<file path="config.mk">
export PLATFORM = sky130hd
export DESIGN_NAME = mem_arbiter
export DESIGN_NICKNAME = d
export VERILOG_FILES = /design/src/logic/fetch_pkg.sv /design/src/logic/mem_arbiter.sv
export SDC_FILE = /design/constraint.sdc
export NUM_CORES = 1
export LEC_CHECK = 0
export BUFFER_PORTS_ARGS = -buffer_cell sky130_fd_sc_hd__buf_4
export CORE_MARGIN = 8
export CORE_UTILIZATION = 30
export DETAILED_ROUTE_END_ITERATION = 10
export MAX_ROUTING_LAYER = met4
export PLACE_DENSITY = 0.85
export RECOVER_POWER = 25
export SYNTH_ARGS = -nofsm -noshare
export SYNTH_HDL_FRONTEND = slang
export SYNTH_SLANG_ARGS = --single-unit
</file>
<file path="constraint.sdc">
create_clock -name clk -period 3.65 [get_ports clk]
set_input_delay 0.73 -clock clk [delete_from_list [all_inputs] [get_ports clk]]
set_output_delay 0.73 -clock clk [all_outputs]
set_load 0.1 [all_outputs]
</file>
<file path="src/logic/fetch_pkg.sv">
package fetch_pkg;

	// ------------------------------------------------------------------------
	// shared word memory and sprite descriptors
	// ------------------------------------------------------------------------

	typedef logic [20:0] mem_addr_t;	// word address
	typedef logic [15:0] mem_word_t;
	typedef logic [7:0]  desc_byte_t;

	// colour mode, low bits of descriptor byte 4
	typedef enum logic [1:0] {
		CRES_OFF    = 2'd0,
		CRES_4C     = 2'd1,	// 8 px per word
		CRES_16C    = 2'd2,	// 4 px per word
		CRES_DIRECT = 2'd3	// 2 px per word, no palette
	} cres_e;

	// sprite engine FSM
	typedef enum logic [3:0] {
		RS_CTRL, RS_Y_LO, RS_Y_HI, RS_X_HI, RS_X_LO,
		RS_A_LO, RS_A_MID, RS_A_HI, RS_FETCH, RS_UNPACK,
		RS_NEXT, RS_DONE
	} render_state_e;

	typedef enum logic {
		OWN_ENGINE = 1'b0,
		OWN_HOST   = 1'b1
	} arb_owner_e;

	// byte offsets within one 8 byte descriptor
	localparam logic [2:0] DESC_X_LO     = 3'd0;
	localparam logic [2:0] DESC_X_HI     = 3'd1;	// x8, width in words
	localparam logic [2:0] DESC_Y_LO     = 3'd2;
	localparam logic [2:0] DESC_Y_HI     = 3'd3;	// y8, vflip, height / 8
	localparam logic [2:0] DESC_CTRL     = 3'd4;	// bank, cres
	localparam logic [2:0] DESC_ADDR_LO  = 3'd5;
	localparam logic [2:0] DESC_ADDR_MID = 3'd6;
	localparam logic [2:0] DESC_ADDR_HI  = 3'd7;

endpackage

</file>
<file path="src/logic/mem_arbiter.sv">
`timescale 1ns/100ps

module mem_arbiter (
	input  logic                 clk,
	input  logic                 line_start,
	input  logic                 spr_req,
	input  fetch_pkg::mem_addr_t spr_addr,
	input  logic                 host_req,
	input  fetch_pkg::mem_addr_t host_addr,
	input  logic                 mem_strobe,
	output logic                 mem_req,
	output fetch_pkg::mem_addr_t mem_addr,
	output logic                 spr_strobe,
	output logic                 host_strobe
);

	fetch_pkg::arb_owner_e owner;
	fetch_pkg::arb_owner_e last;	// served most recently
	fetch_pkg::arb_owner_e other;
	logic                  active;	// owner granted, req passed to memory
	logic                  own_req;
	logic                  oth_req;
	logic                  own_eng;

	assign own_eng = (owner == fetch_pkg::OWN_ENGINE);
	assign other   = own_eng ? fetch_pkg::OWN_HOST : fetch_pkg::OWN_ENGINE;
	assign own_req = own_eng ? spr_req : host_req;
	assign oth_req = own_eng ? host_req : spr_req;

	assign mem_req     = active & own_req;
	assign mem_addr    = own_eng ? spr_addr : host_addr;
	assign spr_strobe  = mem_strobe & active & own_eng;	// owner only
	assign host_strobe = mem_strobe & active & ~own_eng;

	always_ff @(posedge clk, posedge line_start)
		if (line_start)
		begin
			owner  <= fetch_pkg::OWN_ENGINE;
			last   <= fetch_pkg::OWN_HOST;
			active <= 1'b0;
		end
		else if (!active)
		begin
			// idle grant, the one not served last wins a tie
			if (spr_req && host_req)
				owner <= (last == fetch_pkg::OWN_ENGINE) ? fetch_pkg::OWN_HOST
				                                         : fetch_pkg::OWN_ENGINE;
			else if (spr_req)
				owner <= fetch_pkg::OWN_ENGINE;
			else if (host_req)
				owner <= fetch_pkg::OWN_HOST;
			active <= spr_req | host_req;
		end
		else if (mem_strobe)
		begin
			last <= owner;
			if (oth_req)
				owner <= other;		// hand over, stays active
			else
				active <= 1'b0;
		end
		else if (!own_req)
			active <= 1'b0;		// request dropped, transfer abandoned

endmodule

</file>
* After elaboration in Yosys (flattened, before gate mapping)
Cells that the tools add are included.
Word-level totals: word-level logic and storage cells 30, register bits after elaboration 3, output and inout bits 24, input bits 47
Cells by class: bitwise operators 6, multiplexer cells 15, reductions and logical operators 4, equal/unequal tests 2
Operators with widths (number):
- $mux W21 | 1
- $mux W1 | 14
- $and A1 B1 Y1 | 4
- $reduce_bool A4 Y1 | 1
- $reduce_and A3 Y1 | 1
- $ne A2 B1 Y1 const B | 1
- $ne A2 B2 Y1 const B | 1
- $reduce_and A2 Y1 | 1
- $logic_and A1 B1 Y1 | 1
- $not A1 Y1 | 1
- $or A1 B1 Y1 | 1

* Depth between registers and ports, before layout
depth in word-level cells 4, mapped depth 4, mapped depth without buffers 3

* Least setup slack after synthesis
No wires, ideal clock.
path kind input to output, start input port host_req, end output port mem_req, required time 2.920 ns, slack 0.799 ns, stages 2, path buffers 0, arrival time 2.121 ns, cells stage by stage mux2i_1 > nor2b_1
On the way: cells in the longest elaborated chain, start to end 2
Ends and longest elaborated chain:
- start, declared | RTL line mem_arbiter.sv:8 | input logic host_req,
- $mux W1 | RTL line mem_arbiter.sv:27 | assign own_req = own_eng ? spr_req : host_req;
- $and A1 B1 Y1 | RTL line mem_arbiter.sv:30 | assign mem_req = active & own_req;
- end, declared | RTL line mem_arbiter.sv:11 | output logic mem_req,
Every way passes these cells.

* Final worst setup path
start register owner, end output port spr_strobe
On the way: cells in the longest elaborated chain, start to end 2
Ends and longest elaborated chain:
- start, declared | RTL line mem_arbiter.sv:17 | fetch_pkg::arb_owner_e owner;
- start signal, assigned | RTL line mem_arbiter.sv:38 | owner <= fetch_pkg::OWN_ENGINE;
- start signal, assigned | RTL line mem_arbiter.sv:46 | owner <= (last == fetch_pkg::OWN_ENGINE) ? fetch_pkg::OWN_HOST
- start signal, assigned | RTL line mem_arbiter.sv:49 | owner <= fetch_pkg::OWN_ENGINE;
- $not A1 Y1 | RTL line mem_arbiter.sv:25 | assign own_eng = (owner == fetch_pkg::OWN_ENGINE);
- $and A1 B1 Y1 | RTL line mem_arbiter.sv:32 | assign spr_strobe = mem_strobe & active & own_eng;
- end, declared | RTL line mem_arbiter.sv:13 | output logic spr_strobe,
Every way passes these cells.

==> results by group <==
Synthesis
  – Synth Warn #: 0
  – Area contributors post-synth: mux2_2 (53%), dfrtp_1 (11%), dfstp_2 (5.8%)
  – Syn_nets: 92
  – Syn_area_per_cell: 9.98 sq um
  – Post-synthesis register bit count: 3
  – Yosys top cell area share: 0.526
  – Register area share after synthesis: 0.170
  – Synthesized area: 449 sq um
  – Synth Instances: 45
  – Post-synth top area cell: mux2_2
  – Library cells used by synthesis: 15

Floorplan
  – IO Count: 71
  – Area of the core: 1450 sq um
  – Row cnt: 14
  – Initial Util: 0.309
  – Die X: 54.7 um
  – Die H: 54.7 um
  – DIE AREA: 2990 sq um

GRT
  – Largest net degree at the start of global routing: 27
  – First-pass GRT wire length: 3070 um
  – GRT Resource Usage Total: 0.143
  – Vias in the first global route: 727
  – Initial antenna violation count: 0
  – Grt total ovfl: 0

Worst setup path
  – CP max-delay cell: clkbuf_1
  – WS Path Type: flop to primary output
  – Crit start category: flop
  – Top Family by Delay on Critical Path: buffers and inverters
  – WP buf/inv: 1
  – Worst Setup End Kind: primary output
  – Maximum fanout along the worst path: 26
  – Crit-path cells: nor2_1 -> clkbuf_1
  – Worst EP required: 2.92 ns
  – Max stage delay on crit path: 0.89 ns
  – CP arrival: 2.10 ns

Power and ir drop
  – Pleak: 0.524 nW
  – Switching part of the total: 0.673
  – Peak supply drop: 533 uV
  – P_int: 270 uW
  – Sequential share of power: 0.107
  – P_sw: 556 uW
  – Power share of the clock group: 0.072
  – Pwr dens: 836 nW/um^2
  – Final Power: 825 uW
  – Combinational Power Share: 0.821

CTS
  – CTS Buffer Depth: 2
  – Clock Latency Late Sink: 0.24 ns
  – TritonCTS Buffers: 3
  – H-tree Lvls: 1
  – Clock-pin slew on the worst setup and hold paths: 0.04 ns
  – Cts repair resizes: 0
  – Hold-fix buffers at CTS: 0
  – CTS Root Buffer Type: clkbuf_4
  – Post-CTS setup buffer count: 0
  – CTS tree: done
  – CTS sink cnt: 3

Job
  – Max-cap violations: 0

Place
  – Routability-driven placement congestion ratio: 0.682
  – Cell total after placement: 128
  – HPWL Detailed: 1870 um
  – I/O Buffers: 70
  – Placed inst area: 965 sq um

STA
  – Setup TNS Final: 0 ns
  – Slew Viols, Final: 0
  – Setup Viol. Count Final: 0
  – Tcrit/Tclk final: 0.775
  – Fin. Hold Viols: 0
  – Peak Freq: 353 MHz
  – Worst-Margin Slew: 1.17 ns
  – Worst clock skew: 0.00565 ns
  – RSZ-0062 raised after global routing: false
  – Fin crit period: 2.83 ns
  – Max-slew headroom: 0.221

Final layout
  – Syn-to-layout area delta: 120%
  – Final std cells w/o fill: 132
  – Core Util, Final: 0.679
  – Most frequent cells in the layout: buf_4 (68), mux2_2 (21), clkbuf_4 (4)
  – Final nets: 164
  – Layout cell share with drive strength beyond 1: 0.819
  – Antenna Diode Count: 0
  – Post-route cell area: 987 sq um
  – Most common cell after layout, fill and taps aside: buf_4

Drt
  – Drt total wl: 2140 um
  – Routed vias: 656
  – Iter 0 DRT Violations: 2
  – Post-route ant nets: 0
  – Vias per cell: 4.97
  – Routed wire per std cell: 16.2 um
  – DRC viols: 0
  – First-pass iteration count of the detailed router: 2

Run status
  – Status: finished, final reports clean

Min path
  – Min-Delay Path Class: primary input to asynchronous set/reset pin
-- area by class of cell --
cell class | count | area (sq um)
well taps | 16 | 20.0
fillers | 132 | 467
inverters | 2 | 7.51
flip-flops and latches | 3 | 76.3
repair buffers | 70 | 522
clock buffers | 4 | 26.3
multi-input cells | 37 | 335
-- per-stage QoR --
step,setup slack [ns],hold WS [ns]
final,0.821,0.359
after global placement,1.27,0.452
after global routing,0.693,0.360
after floorplan,0.799,0.439
after CTS,0.995,0.362
after detailed placement,1.25,0.454
-- state kept, by name (all words and copies together) (netlist names) --
signal,cells
active,1
last,1
owner,1
-- logic make-up (layout without fill, tap and decap cells) --
logic type | count (synthesis) | in the layout | share of synthesized area
buf+inv | 5 | 76 | 0.0836
xor+xnor | 1 | 1 | 0.0362
flops | 3 | 3 | 0.170
mux | 23 | 23 | 0.571
simple gates | 9 | 9 | 0.0947
compound gates | 4 | 4 | 0.0445
-- per-layer routing --
layer	GRT usage	vias to the layer above	share of wire
li1	-	303	-
met1	0.157	285	0.36
met4	0.0492	0	0.0047
met5	-	-	0
met3	0.0707	2	0.24
met2	0.219	66	0.39
-- power by group through the flow --
stage          sequential, mW  clock, mW  combinational [mW]
6_report               0.0881     0.0598               0.678
5_1_grt                0.0941     0.0656               0.695
4_1_cts                0.0894     0.0591               0.683
3_5_place_dp           0.0895          0               0.681
3_3_place_gp           0.0887          0               0.677
2_1_floorplan          0.0537          0               0.595
-- worst reg2reg max path, cell delays in order, from the launching register on --
cell and delay [ns]:
dfrtp_1 0.99, xor2_2 0.21, mux2i_1 0.20, a21oi_1 0.09
-- cell usage after synthesis (all sizes together) --
master,number
nor2,2
buf,3
dfstp,1
nand2,3
nand2b,1
nand3,1
mux2i,2
inv,2
dfrtp,2
a21oi,3
o21ai,1
mux2,21
xor2,1
nor2b,2
-- worst paths after layout --
check / startpoint / endpoint / slack (ns) / cells after the start
setup / recovery: owner / spr_strobe / 0.82 / 2
hold / removal: line_start / owner / 0.36 / 2
setup reg to reg: owner / active / 2.02 / 3
hold reg to reg: last / last / 0.46 / 2
max in group asynchronous: line_start / last / 3.08 / 2
min in group clk: last / last / 0.46 / 2
(Power assumes the default switching activity.)
