**config.mk**
```make
export PLATFORM = sky130hd
export DESIGN_NAME = sprite_engine
export DESIGN_NICKNAME = d
export VERILOG_FILES = /design/src/logic/raster_pkg.sv /design/src/logic/fetch_pkg.sv /design/src/logic/sprite_engine.sv
export SDC_FILE = /design/constraint.sdc
export NUM_CORES = 1
export LEC_CHECK = 0
export ABC_AREA = 0
export ABC_CLOCK_PERIOD_IN_PS = 5100
export BUFFER_PORTS_ARGS = -buffer_cell sky130_fd_sc_hd__clkbuf_2
export CORE_MARGIN = 5
export CORE_UTILIZATION = 50
export DETAILED_ROUTE_END_ITERATION = 8
export MAX_ROUTING_LAYER = met4
export PLACE_DENSITY = 0.69
export RECOVER_POWER = 100
export SETUP_SLACK_MARGIN = 0.05
export SLEW_MARGIN = 10
export SYNTH_ARGS = -nofsm -noshare
export SYNTH_HDL_FRONTEND = slang
export SYNTH_SLANG_ARGS = --single-unit
```
**constraint.sdc**
```tcl
create_clock -name clk -period 5.1 [get_ports clk]
set_input_delay 0.51 -clock clk [delete_from_list [all_inputs] [get_ports clk]]
set_output_delay 0.51 -clock clk [all_outputs]
set_load 0.05 [all_outputs]
```
**src/logic/raster_pkg.sv**
```systemverilog
package raster_pkg;

	// ------------------------------------------------------------------------
	// screen side: columns, lines, colours
	// ------------------------------------------------------------------------

	typedef logic [8:0] x_t;		// pixel column, also line buffer address
	typedef logic [8:0] line_t;		// raster line number
	typedef logic [5:0] color_t;	// output colour

	// palette entry, also the line buffer word
	// bit 6 set means transparent, bits 5:0 the colour
	typedef logic [6:0] pal_entry_t;
	typedef logic [7:0] pal_addr_t;	// bank joined to the pixel index

	localparam int TRANSP_BIT = 6;

	// what a cleared buffer slot holds
	localparam pal_entry_t BLANK_ENTRY = 7'b100_0000;

	// read-out step, one pixel every four clocks
	localparam int CLOCKS_PER_PIXEL = 4;

endpackage

```
**src/logic/fetch_pkg.sv**
```systemverilog
package fetch_pkg;

	// ------------------------------------------------------------------------
	// shared word memory and sprite descriptors
	// ------------------------------------------------------------------------

	typedef logic [20:0] mem_addr_t;	// word address
	typedef logic [15:0] mem_word_t;
	typedef logic [7:0]  desc_byte_t;

	// colour mode, low bits of descriptor byte 4
	typedef enum logic [1:0] {
		CRES_OFF    = 2'd0,
		CRES_4C     = 2'd1,	// 8 px per word
		CRES_16C    = 2'd2,	// 4 px per word
		CRES_DIRECT = 2'd3	// 2 px per word, no palette
	} cres_e;

	// sprite engine FSM
	typedef enum logic [3:0] {
		RS_CTRL, RS_Y_LO, RS_Y_HI, RS_X_HI, RS_X_LO,
		RS_A_LO, RS_A_MID, RS_A_HI, RS_FETCH, RS_UNPACK,
		RS_NEXT, RS_DONE
	} render_state_e;

	typedef enum logic {
		OWN_ENGINE = 1'b0,
		OWN_HOST   = 1'b1
	} arb_owner_e;

	// byte offsets within one 8 byte descriptor
	localparam logic [2:0] DESC_X_LO     = 3'd0;
	localparam logic [2:0] DESC_X_HI     = 3'd1;	// x8, width in words
	localparam logic [2:0] DESC_Y_LO     = 3'd2;
	localparam logic [2:0] DESC_Y_HI     = 3'd3;	// y8, vflip, height / 8
	localparam logic [2:0] DESC_CTRL     = 3'd4;	// bank, cres
	localparam logic [2:0] DESC_ADDR_LO  = 3'd5;
	localparam logic [2:0] DESC_ADDR_MID = 3'd6;
	localparam logic [2:0] DESC_ADDR_HI  = 3'd7;

endpackage

```
**src/logic/sprite_engine.sv**
```systemverilog
`timescale 1ns/100ps

module sprite_engine #(
	parameter  int SPRITE_COUNT = 64,
	localparam int NUM_W        = $clog2(SPRITE_COUNT),
	localparam int DESC_AW      = NUM_W + 3
) (
	input  logic                   clk,
	input  logic                   line_start,
	input  raster_pkg::line_t      vline,
	input  fetch_pkg::desc_byte_t  desc_data,
	input  raster_pkg::pal_entry_t pal_data,
	input  logic                   spr_strobe,
	input  fetch_pkg::mem_word_t   mem_data,
	output logic [DESC_AW-1:0]     desc_addr,
	output raster_pkg::pal_addr_t  pal_addr,
	output logic                   spr_req,
	output fetch_pkg::mem_addr_t   spr_addr,
	output logic                   wr_en,
	output raster_pkg::x_t         wr_x,
	output raster_pkg::pal_entry_t wr_color,
	output logic                   render_busy
);

	fetch_pkg::render_state_e state;
	logic [NUM_W-1:0]         num;		// sprite being walked
	fetch_pkg::cres_e         cres;
	logic [5:0]               bank;
	fetch_pkg::desc_byte_t    y_lo;
	fetch_pkg::desc_byte_t    base_lo;
	fetch_pkg::desc_byte_t    base_mid;
	logic [8:0]               row;		// line within the sprite
	logic [6:0]               width;
	logic [6:0]               words_left;
	logic [3:0]               pix_left;
	logic [3:0]               word_pixels;
	raster_pkg::x_t           x_pos;
	raster_pkg::x_t           pend_x;
	fetch_pkg::mem_word_t     sh;		// word being unpacked, msb first
	logic                     pend;		// pixel waiting on the palette
	raster_pkg::pal_entry_t   pend_entry;
	raster_pkg::pal_entry_t   entry;
	logic [9:0]               vl;
	logic [9:0]               y_top;
	logic [9:0]               y_end;
	logic [9:0]               row_calc;
	logic [15:0]              row_ofs;
	logic                     vis;
	logic                     last_sprite;
	logic                     last_pix;

	// y check, 10 bits so y + height cannot wrap
	assign vl       = {1'b0, vline};
	assign y_top    = {1'b0, desc_data[7], y_lo};	// byte 3 on the bus
	assign y_end    = y_top + {1'b0, desc_data[5:0], 3'b000};
	assign vis      = (vl >= y_top) && (vl < y_end);
	assign row_calc = desc_data[6] ? (y_end - vl - 10'd1) : (vl - y_top);	// vflip
	assign row_ofs  = row * width;

	assign last_sprite = (num == NUM_W'(SPRITE_COUNT - 1));
	assign last_pix    = (pix_left == 4'd1);
	assign entry       = (cres == fetch_pkg::CRES_DIRECT) ? pend_entry : pal_data;
	assign render_busy = (state != fetch_pkg::RS_DONE) || pend || wr_en;

	always_comb
		case (cres)
			fetch_pkg::CRES_4C:  word_pixels = 4'd8;
			fetch_pkg::CRES_16C: word_pixels = 4'd4;
			default:             word_pixels = 4'd2;
		endcase

	// ------------------------------------------------------------------------
	// control: descriptor walk and fetch sequencing
	// ------------------------------------------------------------------------
	always_ff @(posedge clk, posedge line_start)
		if (line_start)
		begin
			state      <= fetch_pkg::RS_CTRL;
			num        <= '0;
			desc_addr  <= {{NUM_W{1'b0}}, fetch_pkg::DESC_CTRL};
			spr_req    <= 1'b0;
			words_left <= '0;
			pix_left   <= '0;
			pend       <= 1'b0;
			wr_en      <= 1'b0;
		end
		else
		begin
			pend  <= (state == fetch_pkg::RS_UNPACK);
			wr_en <= pend && !entry[raster_pkg::TRANSP_BIT];	// opaque only
			case (state)
				fetch_pkg::RS_CTRL:
					if (desc_data[1:0] == fetch_pkg::CRES_OFF)
						state <= fetch_pkg::RS_NEXT;
					else
					begin
						desc_addr <= {num, fetch_pkg::DESC_Y_LO};
						state     <= fetch_pkg::RS_Y_LO;
					end
				fetch_pkg::RS_Y_LO:
				begin
					desc_addr <= {num, fetch_pkg::DESC_Y_HI};
					state     <= fetch_pkg::RS_Y_HI;
				end
				fetch_pkg::RS_Y_HI:
					if (vis)
					begin
						desc_addr <= {num, fetch_pkg::DESC_X_HI};
						state     <= fetch_pkg::RS_X_HI;
					end
					else
						state <= fetch_pkg::RS_NEXT;	// not on this line
				fetch_pkg::RS_X_HI:
					if (desc_data[6:0] == 7'd0)
						state <= fetch_pkg::RS_NEXT;	// zero width
					else
					begin
						words_left <= desc_data[6:0];
						desc_addr  <= {num, fetch_pkg::DESC_X_LO};
						state      <= fetch_pkg::RS_X_LO;
					end
				fetch_pkg::RS_X_LO:
				begin
					desc_addr <= {num, fetch_pkg::DESC_ADDR_LO};
					state     <= fetch_pkg::RS_A_LO;
				end
				fetch_pkg::RS_A_LO:
				begin
					desc_addr <= {num, fetch_pkg::DESC_ADDR_MID};
					state     <= fetch_pkg::RS_A_MID;
				end
				fetch_pkg::RS_A_MID:
				begin
					desc_addr <= {num, fetch_pkg::DESC_ADDR_HI};
					state     <= fetch_pkg::RS_A_HI;
				end
				fetch_pkg::RS_A_HI:
				begin
					spr_req <= 1'b1;	// row address lands this edge
					state   <= fetch_pkg::RS_FETCH;
				end
				fetch_pkg::RS_FETCH:
					if (spr_strobe)
					begin
						spr_req    <= 1'b0;
						words_left <= words_left - 1'b1;
						pix_left   <= word_pixels;
						state      <= fetch_pkg::RS_UNPACK;
					end
				fetch_pkg::RS_UNPACK:
				begin
					pix_left <= pix_left - 1'b1;
					if (last_pix)
					begin
						if (words_left == 7'd0)
							state <= fetch_pkg::RS_NEXT;
						else
						begin
							spr_req <= 1'b1;	// next word of the row
							state   <= fetch_pkg::RS_FETCH;
						end
					end
				end
				fetch_pkg::RS_NEXT:
					if (last_sprite)
						state <= fetch_pkg::RS_DONE;
					else
					begin
						num       <= num + 1'b1;
						desc_addr <= {num + 1'b1, fetch_pkg::DESC_CTRL};
						state     <= fetch_pkg::RS_CTRL;
					end
				default: ;	// done, wait for line_start
			endcase
		end

	// datapath: descriptor fields, row address, unpack
	always_ff @(posedge clk)
	begin
		wr_x     <= pend_x;
		wr_color <= entry;
		case (state)
			fetch_pkg::RS_CTRL:
			begin
				cres <= fetch_pkg::cres_e'(desc_data[1:0]);
				bank <= desc_data[7:2];
			end
			fetch_pkg::RS_Y_LO:  y_lo <= desc_data;
			fetch_pkg::RS_Y_HI:  row  <= row_calc[8:0];
			fetch_pkg::RS_X_HI:
			begin
				width    <= desc_data[6:0];
				x_pos[8] <= desc_data[7];
			end
			fetch_pkg::RS_X_LO:  x_pos[7:0] <= desc_data;
			fetch_pkg::RS_A_LO:  base_lo    <= desc_data;
			fetch_pkg::RS_A_MID: base_mid   <= desc_data;
			fetch_pkg::RS_A_HI:	// base + row * width
				spr_addr <= {desc_data[4:0], base_mid, base_lo} + {5'b0, row_ofs};
			fetch_pkg::RS_FETCH:
				if (spr_strobe)
				begin
					sh       <= mem_data;
					spr_addr <= spr_addr + 1'b1;
				end
			fetch_pkg::RS_UNPACK:
			begin
				pend_x <= x_pos;
				x_pos  <= x_pos + 1'b1;
				case (cres)
					fetch_pkg::CRES_4C:
					begin
						pal_addr <= {bank, sh[15:14]};
						sh       <= sh << 2;
					end
					fetch_pkg::CRES_16C:
					begin
						pal_addr <= {bank[5:2], sh[15:12]};	// index covers bank bits 1:0
						sh       <= sh << 4;
					end
					default:
					begin
						pend_entry <= {sh[14], sh[13:8]};	// direct byte
						sh         <= sh << 8;
					end
				endcase
			end
			default: ;
		endcase
	end

endmodule

```
Word level (Yosys, flattened, before mapping)
Cells that the tools add are included.
- input port bits: 43
- flip-flop bits (word level): 167
- output and inout port bits: 57
- add/subtract/negate cells: 10
- magnitude comparators: 2
- bitwise operators: 2
- equality and inequality tests: 23
- muxes and demuxes: 33
- $mul: 1
- reductions and logical operators: 28
- operators by type and width (operator ; number):
    $pmux 9 s8 ; 1
    $pmux 16 s2 ; 2
    $mux 9 ; 5
    $pmux 4 s11 ; 1
    $pmux 21 s2 ; 1
    $pmux 8 s2 ; 2
    $mux 4 ; 7
    $add 21x1->21 const B ; 1
    $add 21x16->21 ; 1
    $mux 21 ; 1
    $mux 7 ; 3
    $sub 9x9->9 ; 2
    $eq 4x3->1 const B ; 4
    $mul 9x7->16 ; 1
    $mux 16 ; 1
    $pmux 4 s2 ; 2
    $logic_not 7->1 ; 2
    $ne 2x2->1 const B ; 7
    $pmux 7 s2 ; 1
    $eq 4x4->1 const B ; 3
    $reduce_bool 2->1 ; 6
    $reduce_bool 11->1 ; 1
    $add 9x9->10 ; 1
    $lt 9x10->1 ; 1
    29 further kinds ; 42

Longest topological paths before layout
- word-level depth: 5
- mapped depth: 17
- gate-level depth less buffers: 16

Worst setup path after synthesis
Ideal clock, no wire load.
- path type: reg2reg
- start: register row[5]
- end: register spr_addr[20] (data pin)
- setup time: 259 ps
- buffers on the path: 1
- stages on the path, launching flop included: 15
- slack: 650 ps
- arrival time: 4191 ps
- path through: edfxtp_1 -> and2_1 -> fa_1 -> fa_1 -> inv_1 -> fa_1 -> fa_1 -> inv_1 -> ha_1 -> clkbuf_1 -> nand3_1 -> or3_1 -> o21ai_0 -> a311o_2 -> nand2_1
- word-level cells in the longest chain between the ends: 3
- RTL lines (item ; RTL line ; source):
    from (decl) ; sprite_engine.sv:32 ; logic [8:0] row;
    from (signal assigned) ; sprite_engine.sv:189 ; fetch_pkg::RS_Y_HI: row <= row_calc[8:0];
    $mul 9x7->16 ; sprite_engine.sv:58 ; assign row_ofs = row * width;
    $add 21x16->21 ; sprite_engine.sv:199 ; spr_addr <= {desc_data[4:0], base_mid, base_lo} + {5'b0, row_ofs};
    $pmux 21 s2 ; sprite_engine.sv:182 ; case (state)
    to (signal assigned) ; sprite_engine.sv:199 ;
    to (signal assigned) ; sprite_engine.sv:204 ; spr_addr <= spr_addr + 1'b1;
    to (decl) ; sprite_engine.sv:18 ; output fetch_pkg::mem_addr_t spr_addr,
Every way passes these cells.
A chain may end at the register's enable or synchronous reset.

Worst setup path after layout
- start: register width[3]
- end: register spr_addr[14] (data pin)
- word-level cells in the longest chain between the ends: 3
- RTL lines (item ; RTL line ; source):
    from (decl) ; sprite_engine.sv:33 ; logic [6:0] width;
    from (signal assigned) ; sprite_engine.sv:192 ; width <= desc_data[6:0];
    $mul 9x7->16 ; sprite_engine.sv:58 ;
    $add 21x16->21 ; sprite_engine.sv:199 ;
    $pmux 21 s2 ; sprite_engine.sv:182 ;
Every way passes these cells.

==> results.toml <==
[setup_path]
cpPeakStageDelay_ps = 540
path_class = "reg2reg"
cp.arrival_ps = 4880
end_kind = "flip-flop"
r2r_cells = 16
cp-startpoint = "width[3]"
cp-start-kind = "flip-flop"
worstPathRequired_ps = 5220
worstPathMaxFanout = 9
path_cells = "and2_1, fa_1, inv_1, fa_1, inv_1, fa_1, inv_1, fa_1, inv_1, ha_1, o211ai_1, a21oi_1, o31a_1, a41oi_1, xor2_1, a21oi_1"
slowest_stage = "fa_1"
regToRegEndpoint = "spr_addr[14]"
r2r_start = "width[3]"
rrSetupSlack_ps = 350

[drt]
drtIter0Drc = 573
wl_um = 24600
vias = 8002
drc_errors = 0
dr.pass1.iters = 5
avgRoutedWirePerCell_um = 16.8
vias_per_cell = 5.45
postRouteAntennaNets = 0

[yosys]
synthArstFlopShare_pct = 19.8
yosysSeqAreaShare_pct = 42.4
synth_seq_cells = 167
ys.warnings.count = 0
syn_inst = 1080
ys_types = 70
synth_area_per_cell_um2 = 10.2
synthFlopType = "edfxtp_1"
syn_nets = 1251
synth_edf_count = 118
syn-cell-area_um2 = 11100

[sta]
min_period_over_period_pct = 93.2
finClkSkew_ps = 9.65
fin_setup_tns_ps = 0
rsz0062_at_grt = "no"
maxSlewHeadroom_pct = -112
hold_violations = 0
layout_min_cycle_time_ps = 4750
setup_violations = 0
slew_violations = 144
setup_slack_ps = 347
worst_pin_slew_ps = 3140
fmax_mhz = 210

[pwr]
power_leakage_nw = 5.17
ir_drop_mv = 0.245
p_per_area_nw_per_um2 = 241
power.total_w = 0.00295

[layout]
layout.cells.non_filler = 1467
fin_area_um2 = 12300
nets = 1345
mostFrequentLayoutCell = "inv_1"
drive_gt1_share_pct = 7.75
final_cell_mix = "inv_1, edfxtp_1, nand2_1, ha_1, clkbuf_1"
area_growth_pct = 11.0
insertedDiodeCount = 0

[place]
dpl_worst_slack_ps = 310
portBuffers = 99
placedCellCount = 1435
dpl.hpwl_um = 18400
place.gp.congestion = 0.899
place_area_um2 = 11800

[min_path]
min-delay-start = "pal_data[1]"
holdCritPathClass = "in2reg"
min_to = "wr_color[1]"
whs_path_depth = 2

[die]
die-width_um = 159
core_region_area_um2 = 21800
rows = 54
die_area_um2 = 25200
dieHeight_um = 159
start_util_pct = 50.6
io_pins = 100

[clock_tree]
h-tree-depth = 4
cts_tree = "yes"
postCtsSetupBuffers = 0
cts.sinks = 167
cts_root_buffer = "clkbuf_16"
clock_path_buffers = 2
clock_latency_ps = 440
cts.clk_slew.worst_paths_ps = 70
numCtsBuffers = 17

[status]
violations = "capacitance limit, slew limit"
status = "complete, but fails checks"

[global_routing]
grt_pass1_vias = 7845
grt_pass1_wl_um = 40000
antenna_found_initial = 0
grt-ovfl-total = 0
grt_max_degree = 47
grt_use_total_pct = 20.8

[run]
maxCapViolations = 4
==> per-layer routing <==
| layer | share of wire [%] | GRT usage (%) |
|---|---|---|
| met5 | 0 | - |
| met4 | 1.7 | 5.56 |
| met3 | 4.4 | 3.45 |
| met1 | 46 | 27.5 |
| met2 | 48 | 33.4 |
==> registers in the layout, indices dropped and copies added, names as in the netlist, 8 cells and up <==
signal     count
row            9
pal_addr       8
base_mid       8
sh            16
spr_addr      21
x_pos          9
desc_addr      9
wr_x           9
pend_x         9
base_lo        8
y_lo           8
==> cells in the mapped netlist (27+ instances only) <==
cell type,number,area [um2]
dfrtp_1,32,801
and2_1,42,263
nor2_1,64,240
edfxtp_1,118,3540
clkbuf_1,27,101
nand3_1,28,140
fa_1,50,1000
nand2_1,108,405
inv_1,130,488
ha_1,78,976
a21oi_1,65,325
xnor2_1,34,298
o21ai_0,59,295
==> metrics by stage <==
| stage | util [%] | hold slack [ps] |
|---|---|---|
| after global placement | 54.2 | 327 |
| after CTS | 56.9 | 143 |
| after detailed placement | 54.2 | 332 |
| after floorplan | - | 323 |
| after global routing | 56.2 | 288 |
| final | 56.2 | 300 |
==> report_power, final <==
group | internal (W) | total, W | switching, W
Combinational | 0.0000737 | 0.000187 | 0.000113
Sequential | 0.00145 | 0.00146 | 0.00000315
Clock | 0.000698 | 0.00131 | 0.000610
==> area by class of cell <==
cell class | count | area [um2]
Fill cell | 1932 | 9560
Multi-Input combinational cell | 749 | 5690
Sequential cell | 167 | 4690
Inverter | 130 | 488
Timing Repair Buffer | 109 | 457
Clock buffer | 18 | 429
Tap cell | 280 | 350
Clock inverter | 14 | 161
==> timing repair <==
item | 4_1_cts | 5_1_grt
hold buffers | 0 | 0
gates resized for setup | 0 | 2
endpoints found under the setup margin | 0 | 3
endpoints found under the hold margin | 0 | 0
==> worst max-delay path, delay by kind of cell, from the launching register on <==
family	cells	cell delay (ps)
compound gates	5	900
xor+xnor	1	190
buf+inv	4	210
fa+ha+maj	5	2430
flops	1	500
simple gates	1	210
==> cell families after synthesis <==
family	Yosys count	synth area share [%]
XOR/XNOR	60	4.75
flip-flops	167	42.4
AND/OR/NAND/NOR	317	14.0
buffers and inverters	164	5.78
AO/OA/AOI/OAI	221	12.6
adder cells (fa/ha/maj)	128	17.9
multiplexers	23	2.59
==> worst max-delay path by stage <==
stage / to / slack (ps) / cells past startpoint
finish: spr_addr[14] / 350 / 16
floorplan: spr_addr[20] / 650 / 14
CTS: spr_addr[20] / 250 / 16
global route: spr_addr[14] / 50 / 16
global placement: spr_addr[20] / 410 / 16
detailed placement: spr_addr[20] / 310 / 16
Note: power is estimated with default switching activity, not from simulation.
